File: src/logic/id_params.svh
`ifndef ID_PARAMS_SVH
`define ID_PARAMS_SVH

// datapath and pc width
`define XLEN 32

// general purpose register file
`define NUM_REGS 32
`define REG_AW   5

// rs and rt
`define NUM_SRC 2

// jal writes its return address here
`define LINK_REG 31

`endif

File: src/logic/id_pkg.sv
`include "id_params.svh"

package id_pkg;

    typedef enum logic [5:0] {
        OP_SPECIAL = 6'h00,
        OP_J       = 6'h02,
        OP_JAL     = 6'h03,
        OP_BEQ     = 6'h04,
        OP_BNE     = 6'h05,
        OP_ADDIU   = 6'h09,
        OP_SLTI    = 6'h0a,
        OP_SLTIU   = 6'h0b,
        OP_ANDI    = 6'h0c,
        OP_ORI     = 6'h0d,
        OP_XORI    = 6'h0e,
        OP_LUI     = 6'h0f,
        OP_LW      = 6'h23,
        OP_SW      = 6'h2b
    } opcode_e;

    // funct field of SPECIAL
    typedef enum logic [5:0] {
        FN_SLL  = 6'h00,
        FN_SRL  = 6'h02,
        FN_SRA  = 6'h03,
        FN_JR   = 6'h08,
        FN_ADDU = 6'h21,
        FN_SUBU = 6'h23,
        FN_AND  = 6'h24,
        FN_OR   = 6'h25,
        FN_XOR  = 6'h26,
        FN_NOR  = 6'h27,
        FN_SLT  = 6'h2a,
        FN_SLTU = 6'h2b
    } funct_e;

    typedef enum logic [3:0] {
        ALU_NOP, ALU_ADD, ALU_SUB, ALU_SLT, ALU_SLTU, ALU_AND, ALU_OR,
        ALU_XOR, ALU_NOR, ALU_SLL, ALU_SRL, ALU_SRA, ALU_LUI
    } alu_op_e;

    typedef enum logic [1:0] {SRC1_RS, SRC1_PC, SRC1_SA} src1_sel_e;
    typedef enum logic [1:0] {SRC2_RT, SRC2_IMM, SRC2_EIGHT} src2_sel_e;

    // BR_J is shared by j and jal
    typedef enum logic [2:0] {BR_NONE, BR_BEQ, BR_BNE, BR_J, BR_JR} br_kind_e;

    typedef struct packed {
        logic             valid;
        logic [`XLEN-1:0] pc;
        logic [31:0]      inst;
    } if_to_id_t;

    typedef struct packed {
        logic id;
        logic ex;
    } stall_t;

    // one per ex, mem and wb stage
    typedef struct packed {
        logic               we;
        logic [`REG_AW-1:0] waddr;
        logic [`XLEN-1:0]   wdata;
    } fwd_t;

    typedef struct packed {
        alu_op_e            alu_op;
        src1_sel_e          src1_sel;
        src2_sel_e          src2_sel;
        logic               mem_en;
        logic               mem_we;
        logic               rf_we;
        logic [`REG_AW-1:0] rf_waddr;
        br_kind_e           br_kind;
        logic [`XLEN-1:0]   ext_imm;
        logic [4:0]         sa;
        logic [25:0]        jidx;     // j/jal instr_index
    } ctrl_t;

    typedef struct packed {
        logic               valid;
        logic [`XLEN-1:0]   pc;
        alu_op_e            alu_op;
        src1_sel_e          src1_sel;
        src2_sel_e          src2_sel;
        logic               mem_en;
        logic               mem_we;
        logic               rf_we;
        logic [`REG_AW-1:0] rf_waddr;
        logic [`XLEN-1:0]   ext_imm;
        logic [4:0]         sa;
        logic [`XLEN-1:0]   rdata1;
        logic [`XLEN-1:0]   rdata2;
    } id_to_ex_t;

    typedef struct packed {
        logic             taken;
        logic [`XLEN-1:0] addr;
    } br_t;

endpackage

File: src/logic/branch_unit.sv
`timescale 1ns/100ps
`include "id_params.svh"

module branch_unit
    import id_pkg::*;
(
    input  if_to_id_t                       cur,
    input  ctrl_t                           ctrl,
    input  logic [`NUM_SRC-1:0][`XLEN-1:0]  operand,
    output id_to_ex_t                       id_to_ex,
    output br_t                             br
);

    logic [`XLEN-1:0] pc_plus_4;
    logic [`XLEN-1:0] br_target;
    logic [`XLEN-1:0] jump_target;
    logic             ops_equal;

    assign pc_plus_4   = cur.pc + `XLEN'd4;
    assign ops_equal   = (operand[0] == operand[1]);
    assign br_target   = pc_plus_4 + {ctrl.ext_imm[`XLEN-3:0], 2'b00};
    assign jump_target = {pc_plus_4[`XLEN-1:`XLEN-4], ctrl.jidx, 2'b00};

    always_comb begin
        br = '0;
        case (ctrl.br_kind)
            BR_BEQ: begin
                br.taken = ops_equal;
                br.addr  = br_target;
            end
            BR_BNE: begin
                br.taken = !ops_equal;
                br.addr  = br_target;
            end
            BR_J: begin
                br.taken = 1'b1;
                br.addr  = jump_target;
            end
            BR_JR: begin
                br.taken = 1'b1;
                br.addr  = operand[0];  // forwarded rs
            end
            default: ;
        endcase
        if (!br.taken) begin
            br.addr = '0;
        end
    end

    always_comb begin
        id_to_ex.valid    = cur.valid;
        id_to_ex.pc       = cur.pc;
        id_to_ex.alu_op   = ctrl.alu_op;
        id_to_ex.src1_sel = ctrl.src1_sel;
        id_to_ex.src2_sel = ctrl.src2_sel;
        id_to_ex.mem_en   = ctrl.mem_en;
        id_to_ex.mem_we   = ctrl.mem_we;
        id_to_ex.rf_we    = ctrl.rf_we;
        id_to_ex.rf_waddr = ctrl.rf_waddr;
        id_to_ex.ext_imm  = ctrl.ext_imm;
        id_to_ex.sa       = ctrl.sa;
        id_to_ex.rdata1   = operand[0];  // resolved values, not raw regfile
        id_to_ex.rdata2   = operand[1];
    end

endmodule

File: src/logic/id_stage.sv
`timescale 1ns/100ps
`include "id_params.svh"

module id_stage
    import id_pkg::*;
(
    input  logic      clk,
    input  logic      rst,
    input  if_to_id_t if_to_id,
    input  stall_t    stall,
    input  fwd_t      ex_fwd,
    input  fwd_t      mem_fwd,
    input  fwd_t      wb_fwd,       // also the regfile write port
    input  logic      ex_is_load,
    output id_to_ex_t id_to_ex,
    output br_t       br,
    output logic      stall_req
);

    if_to_id_t                          cur;
    ctrl_t                              ctrl;
    logic [`NUM_SRC-1:0][`REG_AW-1:0]   src_addr;   // [0] rs, [1] rt
    logic [`NUM_SRC-1:0][`XLEN-1:0]     rf_rdata;
    logic [`NUM_SRC-1:0][`XLEN-1:0]     operand;

    id_stage_reg u_stage_reg (
        .clk   (clk),
        .rst   (rst),
        .stall (stall),
        .d     (if_to_id),
        .q     (cur)
    );

    inst_decoder u_decoder (
        .cur        (cur),
        .ex_fwd     (ex_fwd),
        .ex_is_load (ex_is_load),
        .rs         (src_addr[0]),
        .rt         (src_addr[1]),
        .ctrl       (ctrl),
        .stall_req  (stall_req)
    );

    reg_file u_reg_file (
        .clk   (clk),
        .raddr (src_addr),
        .rdata (rf_rdata),
        .wr    (wb_fwd)
    );

    for (genvar i = 0; i < `NUM_SRC; i++) begin : g_fwd
        operand_forward u_fwd (
            .raddr   (src_addr[i]),
            .rf_data (rf_rdata[i]),
            .ex_fwd  (ex_fwd),
            .mem_fwd (mem_fwd),
            .wb_fwd  (wb_fwd),
            .operand (operand[i])
        );
    end

    branch_unit u_branch (
        .cur      (cur),
        .ctrl     (ctrl),
        .operand  (operand),
        .id_to_ex (id_to_ex),
        .br       (br)
    );

endmodule

File: src/logic/id_stage_reg.sv
`timescale 1ns/100ps

module id_stage_reg
    import id_pkg::*;
(
    input  logic      clk,
    input  logic      rst,
    input  stall_t    stall,
    input  if_to_id_t d,
    output if_to_id_t q
);

    // load, bubble or hold under the controller's stall bits
    always_ff @(posedge clk) begin
        if (rst) begin
            q <= '0;
        end else if (!stall.id) begin
            q <= d;
        end else if (!stall.ex) begin
            q <= '0;    // id stalled but ex moves on, so insert a bubble
        end
        // both stalled: hold
    end

endmodule

File: src/logic/inst_decoder.sv
`timescale 1ns/100ps
`include "id_params.svh"

module inst_decoder
    import id_pkg::*;
(
    input  if_to_id_t          cur,
    input  fwd_t               ex_fwd,
    input  logic               ex_is_load,
    output logic [`REG_AW-1:0] rs,
    output logic [`REG_AW-1:0] rt,
    output ctrl_t              ctrl,
    output logic               stall_req
);

    opcode_e            opcode;
    funct_e             funct;
    logic [`REG_AW-1:0] rd;
    logic [`XLEN-1:0]   imm_sext;
    logic [`XLEN-1:0]   imm_zext;
    logic [`XLEN-1:0]   imm_upper;
    logic               reads_rs;   // source really used by this instruction
    logic               reads_rt;
    logic               rs_hit;
    logic               rt_hit;

    assign opcode = opcode_e'(cur.inst[31:26]);
    assign funct  = funct_e'(cur.inst[5:0]);
    assign rs     = cur.inst[25:21];
    assign rt     = cur.inst[20:16];
    assign rd     = cur.inst[15:11];

    assign imm_sext  = {{(`XLEN-16){cur.inst[15]}}, cur.inst[15:0]};
    assign imm_zext  = {{(`XLEN-16){1'b0}}, cur.inst[15:0]};
    assign imm_upper = {cur.inst[15:0], {(`XLEN-16){1'b0}}};

    always_comb begin
        ctrl      = '0;     // NOP, every enable low
        ctrl.sa   = cur.inst[10:6];
        ctrl.jidx = cur.inst[25:0];
        reads_rs  = 1'b0;
        reads_rt  = 1'b0;
        if (cur.valid) begin
            case (opcode)
                OP_SPECIAL: begin
                    case (funct)
                        FN_ADDU: ctrl.alu_op = ALU_ADD;
                        FN_SUBU: ctrl.alu_op = ALU_SUB;
                        FN_AND:  ctrl.alu_op = ALU_AND;
                        FN_OR:   ctrl.alu_op = ALU_OR;
                        FN_XOR:  ctrl.alu_op = ALU_XOR;
                        FN_NOR:  ctrl.alu_op = ALU_NOR;
                        FN_SLT:  ctrl.alu_op = ALU_SLT;
                        FN_SLTU: ctrl.alu_op = ALU_SLTU;
                        FN_SLL:  ctrl.alu_op = ALU_SLL;
                        FN_SRL:  ctrl.alu_op = ALU_SRL;
                        FN_SRA:  ctrl.alu_op = ALU_SRA;
                        FN_JR:   ctrl.br_kind = BR_JR;
                        default: ;
                    endcase
                    if (ctrl.alu_op != ALU_NOP) begin
                        ctrl.rf_we    = 1'b1;
                        ctrl.rf_waddr = rd;
                        reads_rt      = 1'b1;
                        // shifts take the amount from sa, not rs
                        if (ctrl.alu_op inside {ALU_SLL, ALU_SRL, ALU_SRA}) begin
                            ctrl.src1_sel = SRC1_SA;
                        end else begin
                            reads_rs = 1'b1;
                        end
                    end
                    if (ctrl.br_kind == BR_JR) begin
                        reads_rs = 1'b1;
                    end
                end
                OP_ADDIU, OP_SLTI, OP_SLTIU, OP_ANDI, OP_ORI, OP_XORI, OP_LUI, OP_LW: begin
                    case (opcode)
                        OP_SLTI:  ctrl.alu_op = ALU_SLT;
                        OP_SLTIU: ctrl.alu_op = ALU_SLTU;
                        OP_ANDI:  ctrl.alu_op = ALU_AND;
                        OP_ORI:   ctrl.alu_op = ALU_OR;
                        OP_XORI:  ctrl.alu_op = ALU_XOR;
                        OP_LUI:   ctrl.alu_op = ALU_LUI;
                        default:  ctrl.alu_op = ALU_ADD;  // addiu, lw address
                    endcase
                    case (opcode)
                        OP_ANDI, OP_ORI, OP_XORI: ctrl.ext_imm = imm_zext;
                        OP_LUI:                   ctrl.ext_imm = imm_upper;
                        default:                  ctrl.ext_imm = imm_sext;
                    endcase
                    ctrl.src2_sel = SRC2_IMM;
                    ctrl.rf_we    = 1'b1;
                    ctrl.rf_waddr = rt;
                    ctrl.mem_en   = (opcode == OP_LW);
                    reads_rs      = (opcode != OP_LUI);
                end
                OP_SW: begin
                    ctrl.alu_op   = ALU_ADD;
                    ctrl.src2_sel = SRC2_IMM;
                    ctrl.ext_imm  = imm_sext;
                    ctrl.mem_en   = 1'b1;
                    ctrl.mem_we   = 1'b1;
                    reads_rs      = 1'b1;
                    reads_rt      = 1'b1;   // store data
                end
                OP_BEQ, OP_BNE: begin
                    ctrl.br_kind = (opcode == OP_BEQ) ? BR_BEQ : BR_BNE;
                    ctrl.ext_imm = imm_sext;
                    reads_rs     = 1'b1;
                    reads_rt     = 1'b1;
                end
                OP_J: ctrl.br_kind = BR_J;
                OP_JAL: begin
                    // link value pc+8 built in ex from pc and eight
                    ctrl.br_kind  = BR_J;
                    ctrl.alu_op   = ALU_ADD;
                    ctrl.src1_sel = SRC1_PC;
                    ctrl.src2_sel = SRC2_EIGHT;
                    ctrl.rf_we    = 1'b1;
                    ctrl.rf_waddr = `REG_AW'(`LINK_REG);
                end
                default: ;
            endcase
        end
    end

    // load in ex feeding a source read here
    assign rs_hit    = reads_rs && (ex_fwd.waddr == rs);
    assign rt_hit    = reads_rt && (ex_fwd.waddr == rt);
    assign stall_req = ex_is_load && (ex_fwd.waddr != '0) && (rs_hit || rt_hit);

endmodule

File: src/logic/operand_forward.sv
`timescale 1ns/100ps
`include "id_params.svh"

module operand_forward
    import id_pkg::*;
(
    input  logic [`REG_AW-1:0] raddr,
    input  logic [`XLEN-1:0]   rf_data,
    input  fwd_t               ex_fwd,
    input  fwd_t               mem_fwd,
    input  fwd_t               wb_fwd,
    output logic [`XLEN-1:0]   operand
);

    logic nonzero;
    logic ex_hit;
    logic mem_hit;
    logic wb_hit;

    assign nonzero = (raddr != '0);     // r0 is never forwarded
    assign ex_hit  = nonzero && ex_fwd.we && (ex_fwd.waddr == raddr);
    assign mem_hit = nonzero && mem_fwd.we && (mem_fwd.waddr == raddr);
    assign wb_hit  = nonzero && wb_fwd.we && (wb_fwd.waddr == raddr);

    // youngest producer wins
    always_comb begin
        if (ex_hit) begin
            operand = ex_fwd.wdata;
        end else if (mem_hit) begin
            operand = mem_fwd.wdata;
        end else if (wb_hit) begin
            operand = wb_fwd.wdata;     // covers the write landing this edge
        end else begin
            operand = rf_data;
        end
    end

endmodule

File: src/logic/reg_file.sv
`timescale 1ns/100ps
`include "id_params.svh"

module reg_file
    import id_pkg::*;
(
    input  logic                                clk,
    input  logic [`NUM_SRC-1:0][`REG_AW-1:0]    raddr,
    output logic [`NUM_SRC-1:0][`XLEN-1:0]      rdata,
    input  fwd_t                                wr
);

    logic [`XLEN-1:0] regs [`NUM_REGS];

    // writes to r0 are dropped
    always_ff @(posedge clk) begin
        if (wr.we && (wr.waddr != '0)) begin
            regs[wr.waddr] <= wr.wdata;
        end
    end

    // async read, r0 hardwired to zero
    always_comb begin
        for (int i = 0; i < `NUM_SRC; i++) begin
            rdata[i] = (raddr[i] == '0) ? '0 : regs[raddr[i]];
        end
    end

endmodule

File: config.mk
export PLATFORM = sky130hd
export DESIGN_NAME = id_stage
export DESIGN_NICKNAME = d
export VERILOG_FILES = /design/src/logic/id_pkg.sv /design/src/logic/branch_unit.sv /design/src/logic/id_stage.sv /design/src/logic/id_stage_reg.sv /design/src/logic/inst_decoder.sv /design/src/logic/operand_forward.sv /design/src/logic/reg_file.sv
export VERILOG_INCLUDE_DIRS = /design/src /design/src/logic
export SDC_FILE = /design/constraint.sdc
export NUM_CORES = 2
export LEC_CHECK = 0
export BUFFER_PORTS_ARGS = -buffer_cell sky130_fd_sc_hd__buf_4
export CAP_MARGIN = 20
export CORE_MARGIN = 2
export CORE_UTILIZATION = 45
export DETAILED_ROUTE_END_ITERATION = 8
export GPL_ROUTABILITY_DRIVEN = 0
export PLACE_DENSITY_LB_ADDON = 0.3
export SYNTH_ARGS = -nofsm -noshare
export SYNTH_HDL_FRONTEND = slang
export SYNTH_SLANG_ARGS = --single-unit
File: constraint.sdc
create_clock -name clk -period 12.3 [get_ports clk]
set_input_delay 2.46 -clock clk [delete_from_list [all_inputs] [get_ports clk]]
set_output_delay 2.46 -clock clk [all_outputs]
set_load 0.005 [all_outputs]
# After elaboration in Yosys (flattened, before gate mapping)
# Memory sizes are Yosys's and may differ from the RTL's. A register that Yosys moved wholly into a read port is not among the register bits.
# Index checks and enable logic that the tools add are counted.
[totals]
ff_bits = 65
latchBits = 0
ramBits = 1024
mem_bits_ro = 0
out_inout_bits = 184
wordCells = 130
memories = 1
[classes]
add_sub_neg = 2
multipliers = 0
n_div = 0
order_cmp = 0
eq_ne = 41
n_shift = 0
mux = 47
bitwise = 0
n_reduce_logical = 36
[mem_list]
columns = ["name", "depth", "width", "read_ports", "rd_ports_with_merged_regs", "write_ports", "line", "rtl"]
rows = [
  ["u_reg_file.regs", 32, 32, 2, 2, 1, "reg_file.sv:13", "logic [`XLEN-1:0] regs [`NUM_REGS];"],
]
[op_table]
columns = ["cell", "n"]
rows = [
  ["2-to-1 mux 32 bit", 9],
  ["case mux 33 bit (4 select lines)", 1],
  ["2-to-1 mux 65 bit", 2],
  ["case mux 32 bit (2 select lines)", 2],
  ["equality test 6 bit (second input constant)", 10],
  ["2-to-1 mux 51 bit", 1],
  ["equality test 6 x 4 -> 1 bit (second input constant)", 8],
  ["case mux 4 bit (11 select lines)", 1],
  ["adder 32 x 3 -> 32 bit (second input constant)", 1],
  ["adder 32 bit", 1],
  ["equality test 32 bit", 1],
  ["equality test 5 bit", 6],
  ["equality test 6 x 2 -> 1 bit (second input constant)", 4],
  ["case mux 4 bit (6 select lines)", 1],
  ["2-to-1 mux 5 bit", 4],
  ["nonzero test 5 bit", 4],
  ["case mux 6 bit (3 select lines)", 1],
  ["logical AND 1 bit", 17],
  ["equality test 4 bit (second input constant)", 3],
  ["equality test 6 x 3 -> 1 bit (second input constant)", 2],
  ["zero test 6 bit", 2],
  ["case mux 4 bit (3 select lines)", 1],
  ["zero test 5 bit", 2],
  ["2-to-1 mux 1 bit", 9],
  ["other kinds (21)", 33],
]

# Longest topological paths before layout
[depth]
word_depth = 14
depth_mapped = 21

# Modules after synthesis
# A second synthesis with hierarchy kept.
[hier_totals]
hier_cells = 4049
hier_area_um2 = 58474.8
[by_module_without_submodules]
columns = ["mod", "n_inst", "cells_each", "area_each_um2", "seq_area_each_um2"]
rows = [
  ["reg_file", 1, 2564, 47904.7, 30749.5],
  ["branch_unit", 1, 612, 4296.6, 0.0],
  ["id_stage_reg", 1, 288, 2527.4, 1301.2],
  ["operand_forward", 2, 174, 1152.4, 0.0],
  ["inst_decoder", 1, 237, 1441.4, 0.0],
]

# Worst setup path before layout
# No wires, ideal clock.
[synth_timing]
path_type = "input to output"
from = "input wb_fwd[32] (netlist name)"
to = "output br[19] (netlist name)"
arrival_time_ps = 5866
required_ps = 9840
path_slack_ps = 3974
path_stages = 13
n_path_buf = 3
path_cell_list = "clkbuf_1 -> xnor2_1 -> nand4_1 -> nor3_1 -> clkbuf_1 -> a221oi_1 -> nor2_1 -> xnor2_1 -> or4_4 -> nor4_4 -> mux2i_1 -> buf_2 -> o221ai_1"
[synth_lines]
columns = ["item", "line", "rtl"]
rows = [
  ["start: declaration", "id_stage.sv:13", "input fwd_t wb_fwd,"],
  ["end: declaration", "id_stage.sv:16", "output br_t br,"],
]

==> summary.md <==
| Metric | Value |
|---|---|
| Fin Clk Skew | `0.00827 ns` |
| Placed wire-length estimate | `147 mm` |
| Largest net degree at the start of global routing | `85` |
| Internal power | `6.58 mW` |
| P&R area growth vs syn | `13.4%` |
| Power share of the sequential group | `47.4%` |
| WL final | `226 mm` |
| Clock Latency Late Sink | `0.73 ns` |
| Async set or reset register ratio after synthesis | `0%` |
| Worst r2r src | `u_stage_reg.q[9]` |
| Row count | `132` |
| MaxCap Viol Count | `0` |
| Initial antenna violation count | `13` |
| Leak | `21.8 nW` |
| Postcts setup bufs | `0` |
| Core box area | `129000 um2` |
| CTS Sinks | `1099` |
| Vias in the first global route | `40000` |
| Routed WL per cell | `37.3 um` |
| Placed cell count | `5831` |
| Post-place setup slack | `1.90 ns` |
| Clock share of power | `39.6%` |
| CP arrival | `8.09 ns` |
| Crit path kind | `primary input to output pin` |
| #FFs+latches synth | `1099` |
| Final setup margin | `1.75 ns` |
| Pins Over Slew Limit | `0` |
| RSZ-0062 raised after global routing | `false` |
| Initial core utilization | `45.4%` |
| Reg clk slew, reported paths | `0.06 ns` |
| Setup TNS | `0 ns` |
| Num CTS Buffers | `116` |
| Distinct cells, synth | `94` |
| Class of the worst hold path | `flip-flop to flip-flop` |
| DRC viols | `0` |
| Worst Path Max Fanout | `32` |
| Cell area power density | `133 nW/um2` |
| Grt total ovfl | `0` |
| Initial DRT Pass Iterations | `6` |
| Slew @ Worst Pin | `1.29 ns` |
| P_sw | `2.31 mW` |
| Hold EP | `u_stage_reg.q[59]` |
| Avg Vias per Cell | `6.99` |
| CP Capture Type | `output pin` |
| Register area | `32300 um2` |
| Multi-input logic area | `24400 um2` |
| I/O pin cnt | `368` |
| Mapped Cells | `4003` |
| Fmax achieved | `0.0948 GHz` |
| # hold bufs at CTS | `0` |
| Clock buffer depth | `3` |
| Hold path startpoint | `u_stage_reg.q[59]` |
| CTS tree | `built` |
| Die Y | `365 um` |
| CTS Root Cell | `clkbuf_16` |
| Slew headroom | `13.4%` |
| DIE WIDTH | `365 um` |
| Final setup viols | `0` |
| Violation count after the first detailed-route iteration | `6986` |
| Total GRT Usage | `33.2%` |
| Synthesized area per cell | `14.7 um2` |
| Syn. warnings | `0` |
| Sequential element share of the synthesized area | `54.9%` |
| Crit path time final | `10.55 ns` |
| Fin cells | `6055` |
| Max VDD drop | `0.118 mV` |
| # fillers | `10800` |
| Share of cells above drive strength 1 | `27.9%` |
| Number of port buffers | `367` |
| CP required | `9.84 ns` |
| Reg-to-reg setup timing slack | `11.00 ns` |
| Post-CTS Resized | `0` |
| Status | `finished clean` |
| Ys flop type | `edfxtp_1` |
| Tcrit/Tclk final | `85.8%` |
| Final antenna-violating net count | `0` |
| FF-to-FF End | `u_stage_reg.q[9]` |
| Hold Vio Cnt, Final | `0` |
| EDFF count, synth | `1024` |
| Routed via count | `42300` |
| Combinational share of power | `13.0%` |
| Synthesized cell area | `58700 um2` |
| Worst setup SP type | `primary input` |
| Nets@finish | `4421` |
| # H-tree levels | `3` |
| Die ar. | `133000 um2` |
| R2R cell count | `2` |
| Hold Path Stages | `2` |
| Global-route wire length before repair | `309 mm` |
| Sw frac | `26.0%` |
cell usage in the layout, fill, tap and decap left out, types with 18 or more instances in the layout:
master	n
buf_4	468
a2111oi_0	18
nor3_1	92
nand2_1	121
nand3_1	105
o21ai_0	86
inv_1	62
mux4_2	459
nor2_4	26
clkbuf_16	117
clkbuf_1	20
nor2_1	81
xor2_1	33
or3_1	24
a21boi_0	22
clkinv_1	30
nor2b_1	49
a211o_1	41
and3_1	29
o221ai_1	19
ha_1	29
and2_1	53
o22ai_1	22
dfxtp_1	67
a22oi_1	31
conb_1	32
edfxtp_1	1024
a211oi_1	80
a21oi_1	194
nand4_1	40
a221oi_1	73
xnor2_1	80
nand2b_1	81
mux2i_1	234
flip-flops by register name, summed over array words and instances, names as in the netlist, named ones only:
name	cells
u_stage_reg.q	65
u_reg_file.regs	1024
cells in the mapped netlist, drive strengths merged (19+ instances only):
cell	count	area (um2)
a2111oi	19	173
a211o	43	377
a211oi	80	601
a21boi	24	180
a21oi	194	971
a221oi	73	639
a22oi	31	233
and2	55	344
and3	29	181
buf	230	1570
clkbuf	193	726
dfxtp	75	1500
edfxtp	1024	30700
ha	29	363
inv	64	240
mux2i	235	2350
mux4	459	10300
nand2	122	458
nand2b	81	507
nand3	105	526
nand4	40	250
nor2	112	423
nor2b	53	332
nor3	101	505
o21ai	103	515
o221ai	19	166
o22ai	22	138
o31ai	22	205
or3	24	150
xnor2	80	701
xor2	33	289
power by group through the flow:
stage               clock, mW  sequential [mW]  combinational [mW]
floorplan                   0             4.25               0.612
global placement            0             4.29                1.11
detailed placement          0             4.29                1.11
CTS                      3.53             4.21                1.11
global route             3.67             4.22                1.18
finish                   3.51             4.22                1.16
layer usage:
metal	vias to the layer above	GRT usage (%)	share of wire (%)
met2	3545	49.5	43
met3	801	11.6	15
li1	16600	-	-
met5	-	0	0.018
met1	21400	41.3	34
met4	6	20.9	7.7
kinds of logic after synthesis:
kind of cell               Yosys count  share of synthesized area [%]
AOI/OAI and AO/OA                  786                           9.46
xor gates and xnor gates           117                           1.84
adders and majority gates           31                          0.669
buffers and inverters              489                           4.32
DFF                               1099                           54.9
muxes                              698                           21.7
other                                1                        0.00639
and+or+nand+nor                    782                           7.09
how the worst max path moves through the flow:
stage / depth (start not counted) / end / startpoint / slack, ns
floorplan: 13 / br[19] / wb_fwd[32] / 3.97
global placement: 14 / br[10] / ex_fwd[36] / 2.03
detailed placement: 14 / br[10] / ex_fwd[36] / 1.90
CTS: 14 / br[10] / ex_fwd[36] / 1.89
global route: 14 / br[10] / ex_fwd[36] / 1.68
finish: 14 / br[18] / ex_fwd[36] / 1.75
area by class of cell:
cell class	count	share of cell area [%]
antenna	12	0.0451
clock buffer	142	4.61
clock inverter	70	1.01
inverter	66	0.378
multi-input combinational	2446	36.6
sequential	1099	48.5
tap	1742	3.27
timing repair buffer	478	5.55
per-stage QoR:
| stage | hold WS, ns | total power [mW] | area [um2] | util (%) |
|---|---|---|---|---|
| floorplan | 0.461 | 4.86 | 58800 | - |
| global placement | 0.506 | 5.40 | 62800 | 48.5 |
| detailed placement | 0.525 | 5.40 | 62800 | 48.5 |
| CTS | 0.530 | 8.86 | 66500 | 51.4 |
| global route | 0.574 | 9.07 | 66500 | 51.4 |
| finish | 0.532 | 8.89 | 66600 | 51.4 |
critical path, cell delays in order:
cell and delay, ns:
buf_4 0.12, xor2_1 0.14, nor3_1 0.53, nand4bb_4 0.81
nand2_1 0.87, a2111oi_0 0.16, or3_1 0.56, xnor2_1 0.19
or4_4 0.54, nor4_4 0.49, mux2i_4 0.29, buf_4 0.46
o221ai_1 0.22, buf_4 0.19
Power figures use the tool's default switching activity.
